$ cat src/source/branchPredictMacros.svh
/*
  Branch predictor sizing macros
  History length, instruction address width and counter width
  shared by the gshare direction predictor and its tracking pipeline
*/

`ifndef BRANCH_PREDICT_MACROS_SVH
`define BRANCH_PREDICT_MACROS_SVH

////////////////////////////////////////////////////////////////////////
// Global history
////////////////////////////////////////////////////////////////////////

// GHR bits used to index the PHT, also sets table depth to 2**len
// The register itself carries two extra bits for undoing shifts
`define HISTORY_LEN 10

////////////////////////////////////////////////////////////////////////
// Datapath widths
////////////////////////////////////////////////////////////////////////

// Instruction address width
`define PC_WIDTH 32
// Saturating counter width, top bit is the taken guess
`define COUNTER_WIDTH 2

`endif

$ cat src/source/branchPredictPkg.sv
/*
  Branch predictor package
  Shared vector types for addresses, history and table indices,
  plus the saturating counter state encoding
*/

`include "branchPredictMacros.svh"

package branchPredictPkg;

  ////////////////////////////////////////////////////////////////////////
  // Vector types
  ////////////////////////////////////////////////////////////////////////

  // Instruction address
  typedef logic [`PC_WIDTH-1:0] pcT;

  // Full GHR with room to undo two speculative shifts
  typedef logic [`HISTORY_LEN+1:0] historyT;

  // PHT address
  typedef logic [`HISTORY_LEN-1:0] tableIndexT;

  ////////////////////////////////////////////////////////////////////////
  // Counter states
  ////////////////////////////////////////////////////////////////////////

  // Upper bit gives the taken guess
  typedef enum logic [`COUNTER_WIDTH-1:0] {
    strongNotTaken = 2'd0,
    weakNotTaken   = 2'd1,
    weakTaken      = 2'd2,
    strongTaken    = 2'd3
  } counterT;

endpackage

$ cat src/source/predictionTable.sv
/*
  Pattern history table
  Array of 2-bit saturating counters with one registered read port
  and one write port, all entries start weakly not taken
*/

`timescale 1ns/1ps

`include "branchPredictMacros.svh"

module predictionTable (
  input  logic                        clk,
  input  logic                        reset,
  // Lookup side
  input  branchPredictPkg::tableIndexT readIndex,
  input  logic                        readEnable,
  output branchPredictPkg::counterT   readCount,
  // Training side
  input  branchPredictPkg::tableIndexT writeIndex,
  input  branchPredictPkg::counterT   writeCount,
  input  logic                        writeEnable
);

  // One entry per history pattern
  localparam int tableDepth = 1 << `HISTORY_LEN;

  branchPredictPkg::counterT counts [tableDepth];

  ////////////////////////////////////////////////////////////////////////
  // Read and write ports
  ////////////////////////////////////////////////////////////////////////

  // Read and write share one block so a same-index collision
  // returns the old entry, the new one shows up next cycle
  always_ff @(posedge clk) begin
    if (reset) begin
      // Weakly not taken everywhere, one taken outcome flips it
      for (int i = 0; i < tableDepth; i++) begin
        counts[i] <= branchPredictPkg::weakNotTaken;
      end
      // Guess bit low out of reset
      readCount <= branchPredictPkg::weakNotTaken;
    end else begin
      // Read register holds while fetch is stalled
      if (readEnable) begin
        readCount <= counts[readIndex];
      end
      if (writeEnable) begin
        counts[writeIndex] <= writeCount;
      end
    end
  end

endmodule

$ cat src/source/predictorPipeline.sv
/*
  Predictor tracking pipeline
  Carries PC, predicted class and fetched counter from fetch to execute,
  then trains the counter and flags a wrong direction guess
*/

`timescale 1ns/1ps

`include "branchPredictMacros.svh"

module predictorPipeline (
  input  logic                      clk,
  input  logic                      reset,
  input  logic                      stallF,
  input  logic                      stallD,
  input  logic                      stallE,
  input  logic                      flushF,
  input  logic                      flushD,
  input  logic                      flushE,
  // Fetch side
  input  branchPredictPkg::pcT      pcNextF,
  input  logic                      predClassF,
  input  branchPredictPkg::counterT predictionF,
  // Resolve side
  input  logic                      branchE,
  input  logic                      takenE,
  // Towards the gshare core
  output logic                      predClassD,
  output logic                      predClassE,
  output branchPredictPkg::pcT      pcE,
  output branchPredictPkg::counterT trainCountE,
  output logic                      trainEnableE,
  output logic                      dirWrongE
);

  branchPredictPkg::pcT      pcF;
  branchPredictPkg::pcT      pcD;
  branchPredictPkg::counterT countD;
  branchPredictPkg::counterT countE;
  logic                      guessE;

  ////////////////////////////////////////////////////////////////////////
  // Stage registers
  ////////////////////////////////////////////////////////////////////////

  // Payload follows the stall only
  always_ff @(posedge clk) begin
    if (!stallF) begin
      pcF <= pcNextF;
    end
    if (!stallD) begin
      pcD    <= pcF;
      countD <= predictionF;
    end
    if (!stallE) begin
      pcE    <= pcD;
      countE <= countD;
    end
  end

  // Class bits are control, flush turns the slot into a bubble
  always_ff @(posedge clk) begin
    if (reset) begin
      predClassD <= 1'b0;
      predClassE <= 1'b0;
    end else begin
      if (flushD) begin
        predClassD <= 1'b0;
      end else if (!stallD) begin
        // A flushed fetch slot enters decode as a non-branch
        predClassD <= predClassF & ~flushF;
      end
      if (flushE) begin
        predClassE <= 1'b0;
      end else if (!stallE) begin
        predClassE <= predClassD;
      end
    end
  end

  ////////////////////////////////////////////////////////////////////////
  // Execute training
  ////////////////////////////////////////////////////////////////////////

  // Saturating step toward the real outcome
  always_comb begin
    case (countE)
      branchPredictPkg::strongNotTaken:
        trainCountE = takenE ? branchPredictPkg::weakNotTaken : branchPredictPkg::strongNotTaken;
      branchPredictPkg::weakNotTaken:
        trainCountE = takenE ? branchPredictPkg::weakTaken : branchPredictPkg::strongNotTaken;
      branchPredictPkg::weakTaken:
        trainCountE = takenE ? branchPredictPkg::strongTaken : branchPredictPkg::weakNotTaken;
      default:
        trainCountE = takenE ? branchPredictPkg::strongTaken : branchPredictPkg::weakTaken;
    endcase
  end

  // Only real branches train, once, on the cycle execute advances
  assign trainEnableE = branchE & ~stallE;

  // Taken guess of the counter read at fetch
  assign guessE = countE[`COUNTER_WIDTH-1];

  // Direction miss only counts when BTB and decode agree it is a branch
  assign dirWrongE = predClassE & branchE & (guessE ^ takenE);

endmodule

$ cat src/source/gsharePredictor.sv
/*
  Gshare direction predictor
  Speculative GHR with one-hot repair select, PC/history index hashing
  for lookup and training, and the PHT instance
*/

`timescale 1ns/1ps

`include "branchPredictMacros.svh"

module gsharePredictor (
  input  logic                      clk,
  input  logic                      reset,
  input  logic                      stallF,
  input  logic                      stallE,
  // Lookup
  input  branchPredictPkg::pcT      pcNextF,
  input  logic                      predClassF,
  output branchPredictPkg::counterT predictionF,
  // Tracked classes
  input  logic                      predClassD,
  input  logic                      predClassE,
  // Resolve and training
  input  branchPredictPkg::pcT      pcE,
  input  logic                      branchE,
  input  logic                      takenE,
  input  logic                      dirWrongE,
  input  branchPredictPkg::counterT trainCountE,
  input  logic                      trainEnableE
);

  localparam int historyLen = `HISTORY_LEN;

  branchPredictPkg::historyT    ghr;
  branchPredictPkg::historyT    ghrNext;
  logic [6:0]                   ghrSelect;
  logic                         ghrUpdateEnable;
  branchPredictPkg::tableIndexT ghrLookup;
  branchPredictPkg::tableIndexT ghrTrain;
  branchPredictPkg::tableIndexT readIndex;
  branchPredictPkg::tableIndexT writeIndex;

  // Execute outcome classes
  logic classRightNonBranch;
  logic classWrongBranch;
  logic classWrongNonBranch;
  logic classRightDirWrong;
  logic classRightDirRight;

  ////////////////////////////////////////////////////////////////////////
  // Resolve classification
  ////////////////////////////////////////////////////////////////////////

  assign classRightNonBranch = ~predClassE & ~branchE;
  // Branch the BTB missed, never shifted into the GHR
  assign classWrongBranch    = ~predClassE & branchE;
  // Shifted but not a branch at all
  assign classWrongNonBranch = predClassE & ~branchE;
  assign classRightDirWrong  = predClassE & branchE & dirWrongE;
  assign classRightDirRight  = predClassE & branchE & ~dirWrongE;

  // One-hot GHR select
  // 0 hold, 1 speculative, 2 shift outcome, 3 fix last bit
  // 4 undo one, 5 undo two, 6 undo one then shift outcome
  assign ghrSelect[0] = ~predClassF & (classRightNonBranch | classRightDirRight);
  assign ghrSelect[1] = predClassF & (classRightNonBranch | classRightDirRight);
  assign ghrSelect[2] = classWrongBranch & ~predClassD;
  assign ghrSelect[3] = (classRightDirWrong & ~predClassD) | (classWrongBranch & predClassD);
  assign ghrSelect[4] = classWrongNonBranch & ~predClassD;
  assign ghrSelect[5] = classWrongNonBranch & predClassD;
  assign ghrSelect[6] = classRightDirWrong & predClassD;

  // Repairs follow execute, the speculative shift follows fetch
  assign ghrUpdateEnable = (|ghrSelect[6:2] & ~stallE) | (ghrSelect[1] & ~stallF);

  ////////////////////////////////////////////////////////////////////////
  // Global history register
  ////////////////////////////////////////////////////////////////////////

  always_comb begin
    case (ghrSelect)
      7'b000_0010: ghrNext = {ghr[historyLen:0], predictionF[`COUNTER_WIDTH-1]};
      7'b000_0100: ghrNext = {ghr[historyLen:0], takenE};
      // Newest bit belongs to execute, overwrite it
      7'b000_1000: ghrNext = {ghr[historyLen+1:1], takenE};
      7'b001_0000: ghrNext = {1'b0, ghr[historyLen+1:1]};
      7'b010_0000: ghrNext = {2'b00, ghr[historyLen+1:2]};
      // Drop decode's bit, then fix execute's
      7'b100_0000: ghrNext = {1'b0, ghr[historyLen+1:2], takenE};
      default:     ghrNext = ghr;
    endcase
  end

  always_ff @(posedge clk) begin
    if (reset) begin
      ghr <= '0;
    end else if (ghrUpdateEnable) begin
      ghr <= ghrNext;
    end
  end

  ////////////////////////////////////////////////////////////////////////
  // Index hashing
  ////////////////////////////////////////////////////////////////////////

  // Lookup sees a history change landing on this same edge
  assign ghrLookup = ghrUpdateEnable ? ghrNext[historyLen-1:0] : ghr[historyLen-1:0];

  // Training history skips the resolved branch's own shift
  // and a younger one still sitting in decode
  always_comb begin
    case ({predClassE, predClassD})
      2'b00:   ghrTrain = ghr[historyLen-1:0];
      2'b11:   ghrTrain = ghr[historyLen+1:2];
      default: ghrTrain = ghr[historyLen:1];
    endcase
  end

  // Bit 0 of the PC is always zero
  assign readIndex  = ghrLookup ^ pcNextF[historyLen:1];
  assign writeIndex = ghrTrain ^ pcE[historyLen:1];

  ////////////////////////////////////////////////////////////////////////
  // Pattern history table
  ////////////////////////////////////////////////////////////////////////

  predictionTable i_predictionTable (
    .clk         (clk),
    .reset       (reset),
    .readIndex   (readIndex),
    .readEnable  (~stallF),
    .readCount   (predictionF),
    .writeIndex  (writeIndex),
    .writeCount  (trainCountE),
    .writeEnable (trainEnableE)
  );

endmodule

$ cat src/source/branchPredictor.sv
/*
  Branch direction predictor top
  Joins the fetch-to-execute tracking pipeline to the gshare core
*/

`timescale 1ns/1ps

`include "branchPredictMacros.svh"

module branchPredictor (
  input  logic                      clk,
  input  logic                      reset,
  input  logic                      stallF,
  input  logic                      stallD,
  input  logic                      stallE,
  input  logic                      flushF,
  input  logic                      flushD,
  input  logic                      flushE,
  input  branchPredictPkg::pcT      pcNextF,
  input  logic                      predClassF,
  input  logic                      branchE,
  input  logic                      takenE,
  output branchPredictPkg::counterT predictionF,
  output logic                      dirWrongE
);

  // Tracked fetch info headed for the core
  logic                      predClassD;
  logic                      predClassE;
  branchPredictPkg::pcT      pcE;
  branchPredictPkg::counterT trainCountE;
  logic                      trainEnableE;

  predictorPipeline i_predictorPipeline (
    .clk          (clk),
    .reset        (reset),
    .stallF       (stallF),
    .stallD       (stallD),
    .stallE       (stallE),
    .flushF       (flushF),
    .flushD       (flushD),
    .flushE       (flushE),
    .pcNextF      (pcNextF),
    .predClassF   (predClassF),
    .predictionF  (predictionF),
    .branchE      (branchE),
    .takenE       (takenE),
    .predClassD   (predClassD),
    .predClassE   (predClassE),
    .pcE          (pcE),
    .trainCountE  (trainCountE),
    .trainEnableE (trainEnableE),
    .dirWrongE    (dirWrongE)
  );

  gsharePredictor i_gsharePredictor (
    .clk          (clk),
    .reset        (reset),
    .stallF       (stallF),
    .stallE       (stallE),
    .pcNextF      (pcNextF),
    .predClassF   (predClassF),
    .predictionF  (predictionF),
    .predClassD   (predClassD),
    .predClassE   (predClassE),
    .pcE          (pcE),
    .branchE      (branchE),
    .takenE       (takenE),
    .dirWrongE    (dirWrongE),
    .trainCountE  (trainCountE),
    .trainEnableE (trainEnableE)
  );

endmodule

$ cat config.mk
export PLATFORM = sky130hd
export DESIGN_NAME = branchPredictor
export DESIGN_NICKNAME = d
export VERILOG_FILES = /design/src/source/branchPredictPkg.sv /design/src/source/predictionTable.sv /design/src/source/predictorPipeline.sv /design/src/source/gsharePredictor.sv /design/src/source/branchPredictor.sv
export VERILOG_INCLUDE_DIRS = /design/src /design/src/source
export SDC_FILE = /design/constraint.sdc
export NUM_CORES = 2
export LEC_CHECK = 0
export BUFFER_PORTS_ARGS = -buffer_cell sky130_fd_sc_hd__buf_2
export CAP_MARGIN = 20
export CORE_MARGIN = 1.5
export CORE_UTILIZATION = 35
export CTS_CLUSTER_SIZE = 20
export DETAILED_ROUTE_END_ITERATION = 16
export GPL_ROUTABILITY_DRIVEN = 0
export HOLD_SLACK_MARGIN = 0.15
export PLACE_DENSITY_LB_ADDON = 0.15
export SKIP_LAST_GASP = 1
export SLEW_MARGIN = 20
export SYNTH_ARGS = -nofsm -noshare
export SYNTH_HDL_FRONTEND = slang
export SYNTH_SLANG_ARGS = --single-unit
$ cat constraint.sdc
create_clock -name clk -period 4.9 [get_ports clk]
set_clock_uncertainty 0.2 [all_clocks]
set_input_delay 0.98 -clock clk [delete_from_list [all_inputs] [get_ports clk]]
set_output_delay 0.98 -clock clk [all_outputs]
set_load 0.05 [all_outputs]
==> flow_metrics.tcl <==
set metrics [dict create \
    ir_drop_v 0.000284 \
    cts_tree "yes" \
    cts_inserted_buffers 241 \
    synth_area_leader_cell "edfxtp_1" \
    grt_pass1_wl_um 641000 \
    min_period_ns 4.97 \
    routedWlPerCell_um 37.3 \
    hold_class "input pin to flip-flop" \
    grt_pass1_vias 75600 \
    clkSinkCount 2098 \
    drt_iter0_drc 13100 \
    antenna_left 0 \
    fmax_mhz 201 \
    crit_slowest_cell "edfxtp_1" \
    clk_latency_ns 0.92 \
    drive_above_1_share_pct 25.8 \
    synthCells 8186 \
    slew_viol_final 0 \
    cap_viol_max_count 0 \
    dp_slack_ns -1.60 \
    nets 8844 \
    seq_area_frac_synth_pct 62.1 \
    cp-end-kind "flip-flop" \
    grt-ovfl-total 0 \
    crit_top_cell "buf_4" \
    htree_levels 4 \
    io_pins 46 \
    dr_total_vias 79400 \
    ctsRootBufferMaster "clkbuf_16" \
    antenna_found_initial 33 \
    fin_util_pct 43.4 \
    synthTopCellsByArea "edfxtp_1 62%, mux4_2 9.5%, a21o_1 6.0%" \
    fp.coreArea_sq_um 288000 \
    drt_drc_violations_left 0 \
    p_leak_uw 0.0419 \
    io_buffers 23 \
    path_class "flip-flop to flip-flop" \
    cp.arrival_ns 5.59 \
    dp_cells 12200 \
    setup_slack_ns -0.0670 \
    post-route-period-util_pct 101 \
    routed_wl_um 477000 \
    power.density_nw_per_um2 341 \
    syn-cell-area_sq_um 101000 \
    violations "negative setup slack" \
    instances_no_fill 12800 \
    synthFlopType "edfxtp_1" \
    die_x_um 541 \
    syn_avg_cell_area_sq_um 12.4 \
    hold_violations 0 \
    synth.top_cell.area_share_pct 61.8 \
    grt_max_degree 162 \
    crit_chain "xnor2_4, buf_6, o22ai_4, buf_4, a221oi_1, o2bb2ai_1, buf_4, xnor2_2, buf_4, nand2_1, buf_12, buf_4, nor4_1, buf_4, nand3_1, and4_4, a211oi_4, buf_4, o311ai_1, o2111a_1" \
    fin_area_sq_um 125000 \
    r2r_cells 20 \
    synth_nets 8231 \
    relSlewSlack_pct 23.7 \
    path_clk_slew_ns 0.07 \
    start_util_pct 35.2 \
    dpl_cell_area_sq_um 115000 \
    dp_hpwl_um 322000 \
    synthArstFlopShare_pct 0 \
    critPathMaxFanout 8 \
    critPathMaxStageDelay_ns 0.50 \
    setup_viol 2 \
    placementRows 197 \
    critical_path_required_ns 5.53 \
    synth_edf_count 2082 \
    drt-pass1-iter-count 7 \
    area_growth_pct 23.4 \
    rsz0062_at_grt "yes" \
    yosysUniqueCellTypes 90 \
    die-area_sq_um 292000 \
    yosysWarnings 0 \
    grt_usage_pct 31.9 \
    routed_via_density 6.21 \
    outcome "finished with violations" \
    hold_depth 2 \
    die_h_um 541 \
    finalSetupTns_ns -0.0864 \
    clockBufferDepth 4 \
    cp-start-kind "flip-flop" \
    ys_ff_latch 2098 \
    worst_slew_pin_slew_ns 1.15 \
]
-- metrics by stage --
| stage | hold slack, ns | total power (uW) |
|---|---|---|
| floorplan | 0.200 | 22800 |
| global placement | 0.203 | 25000 |
| detailed placement | 0.205 | 25000 |
| CTS | 0.189 | 42500 |
| global route | 0.222 | 43500 |
| finish | 0.214 | 42600 |
-- critical path, delay by kind of cell, from the launching register on --
kind	cells	cell delay, ns
AOI/OAI and AO/OA	6	1.14
buffers and inverters	8	1.58
DFF	1	0.50
xor gates and xnor gates	2	0.58
and+or+nand+nor	4	0.82
-- worst paths after layout --
| path | from | end | slack, ns |
|---|---|---|---|
| hold / removal | reset | i_gsharePredictor.ghr[7] | 0.21 |
| hold reg to reg | i_predictorPipeline.pcF[6] | i_predictorPipeline.pcD[6] | 0.22 |
| setup reg to reg | i_predictorPipeline.countE[1] | flip-flop | -0.07 |
| setup / recovery | i_predictorPipeline.countE[1] | flip-flop | -0.07 |
-- layer usage --
metal	track usage (%)	up-vias	routed length [um]
met5	0	-	213
met4	16.0	26	28000
met3	7.43	1219	55800
met2	48.2	5796	210000
met1	42.8	41100	182000
li1	-	31300	-
-- timing repair --
item / in CTS / in global routing
hold buffers: 9 / 0
pin swaps: 37 / 50
cloned: 9 / 1
endpoints found under the setup margin: 2 / 6
hold endpoints to repair: 8 / 0
setup buffers: 69 / 29
resized for setup: 145 / 85
-- power breakdown --
| part | internal, uW | total, uW | leakage (uW) | switching, uW |
|---|---|---|---|---|
| Sequential | 20000 | 20100 | 0.0180 | 113 |
| Combinational | 2090 | 5130 | 0.0203 | 3050 |
| Clock | 9750 | 17400 | 0.00356 | 7650 |
-- layout by cell type (no fill, tap or decap), types with 15 or more instances in the layout --
cell       Yosys  layout
a21o_1       812     811
a21oi_1      100      94
a221oi_1      32      29
a22o_1        18      18
a22oi_1       88      73
a22oi_2        0      15
a31oi_1       30      29
a32oi_1       26      26
and3_1        25      21
buf_12         0     289
buf_16         0      18
buf_2         97      22
buf_4         45     914
buf_6         25      24
clkbuf_1     627      57
clkbuf_16      0     243
clkinv_1       1      56
clkinv_2       0      43
dfxtp_1       16      15
diode_2        0      17
edfxtp_1    2082    2082
mux2_2        15      15
mux2i_1       75      68
mux4_2       427     427
nand2_1     1516    1480
nand2_2        0      19
nand2_4        0      17
nand3_1      160     156
nand4_1       31      31
nor2_1      1233    1131
nor2_2         5      26
nor2_4         0      81
nor3_1        64      52
o21ai_0       39      34
o21bai_1     224     223
-- cell type report --
class	instances	area, sq um
Antenna cell	17	42.5
Clock buffer	301	6300
Clock inverter	127	1000
Fill cell	26400	163000
Inverter	9	33.8
Multi-Input combinational cell	5156	36000
Sequential cell	2098	62800
Tap cell	3781	4730
Timing Repair Buffer	1293	14000
-- Yosys cell counts, types with 14 or more instances --
| cell type | n |
|---|---|
| edfxtp_1 | 2082 |
| nand2_1 | 1516 |
| nor2_1 | 1233 |
| a21o_1 | 812 |
| clkbuf_1 | 627 |
| mux4_2 | 427 |
| o21bai_1 | 224 |
| nand3_1 | 160 |
| buf_1 | 129 |
| a21oi_1 | 100 |
| buf_2 | 97 |
| a22oi_1 | 88 |
| mux2i_1 | 75 |
| nor3_1 | 64 |
| buf_4 | 45 |
| o21ai_0 | 39 |
| a221oi_1 | 32 |
| nand4_1 | 31 |
| a31oi_1 | 30 |
| a32oi_1 | 26 |
| and3_1 | 25 |
| buf_6 | 25 |
| a22o_1 | 18 |
| dfxtp_1 | 16 |
| a211oi_1 | 15 |
| a311oi_1 | 15 |
| mux2_2 | 15 |
| o211ai_1 | 14 |
| xnor2_1 | 14 |
-- flip-flops by register name, summed over array words and instances (netlist names) --
name,flops
i_predictorPipeline.pcE,10
i_predictorPipeline.predClassE,1
i_gsharePredictor.i_predictionTable.readCount,2
i_predictorPipeline.pcF,10
i_predictorPipeline.countD,2
i_predictorPipeline.countE,2
i_gsharePredictor.i_predictionTable.counts,2048
i_predictorPipeline.pcD,10
i_gsharePredictor.ghr,12
i_predictorPipeline.predClassD,1
-- cells by family (layout without fill, tap and decap cells) --
logic type      count (synthesis)  count (layout)  share of synthesized area [%]
mux                           517             517                           10.4
compound gates               1523            1523                           11.2
buf+inv                       932            1730                           3.93
other cells                     0              17                              0
xor+xnor                       26              26                          0.244
flops                        2098            2098                           62.1
simple gates                 3088            3088                           12.1
fa+ha+maj                       2               2                         0.0247
No activity file was read; power rests on OpenSTA's default activity.
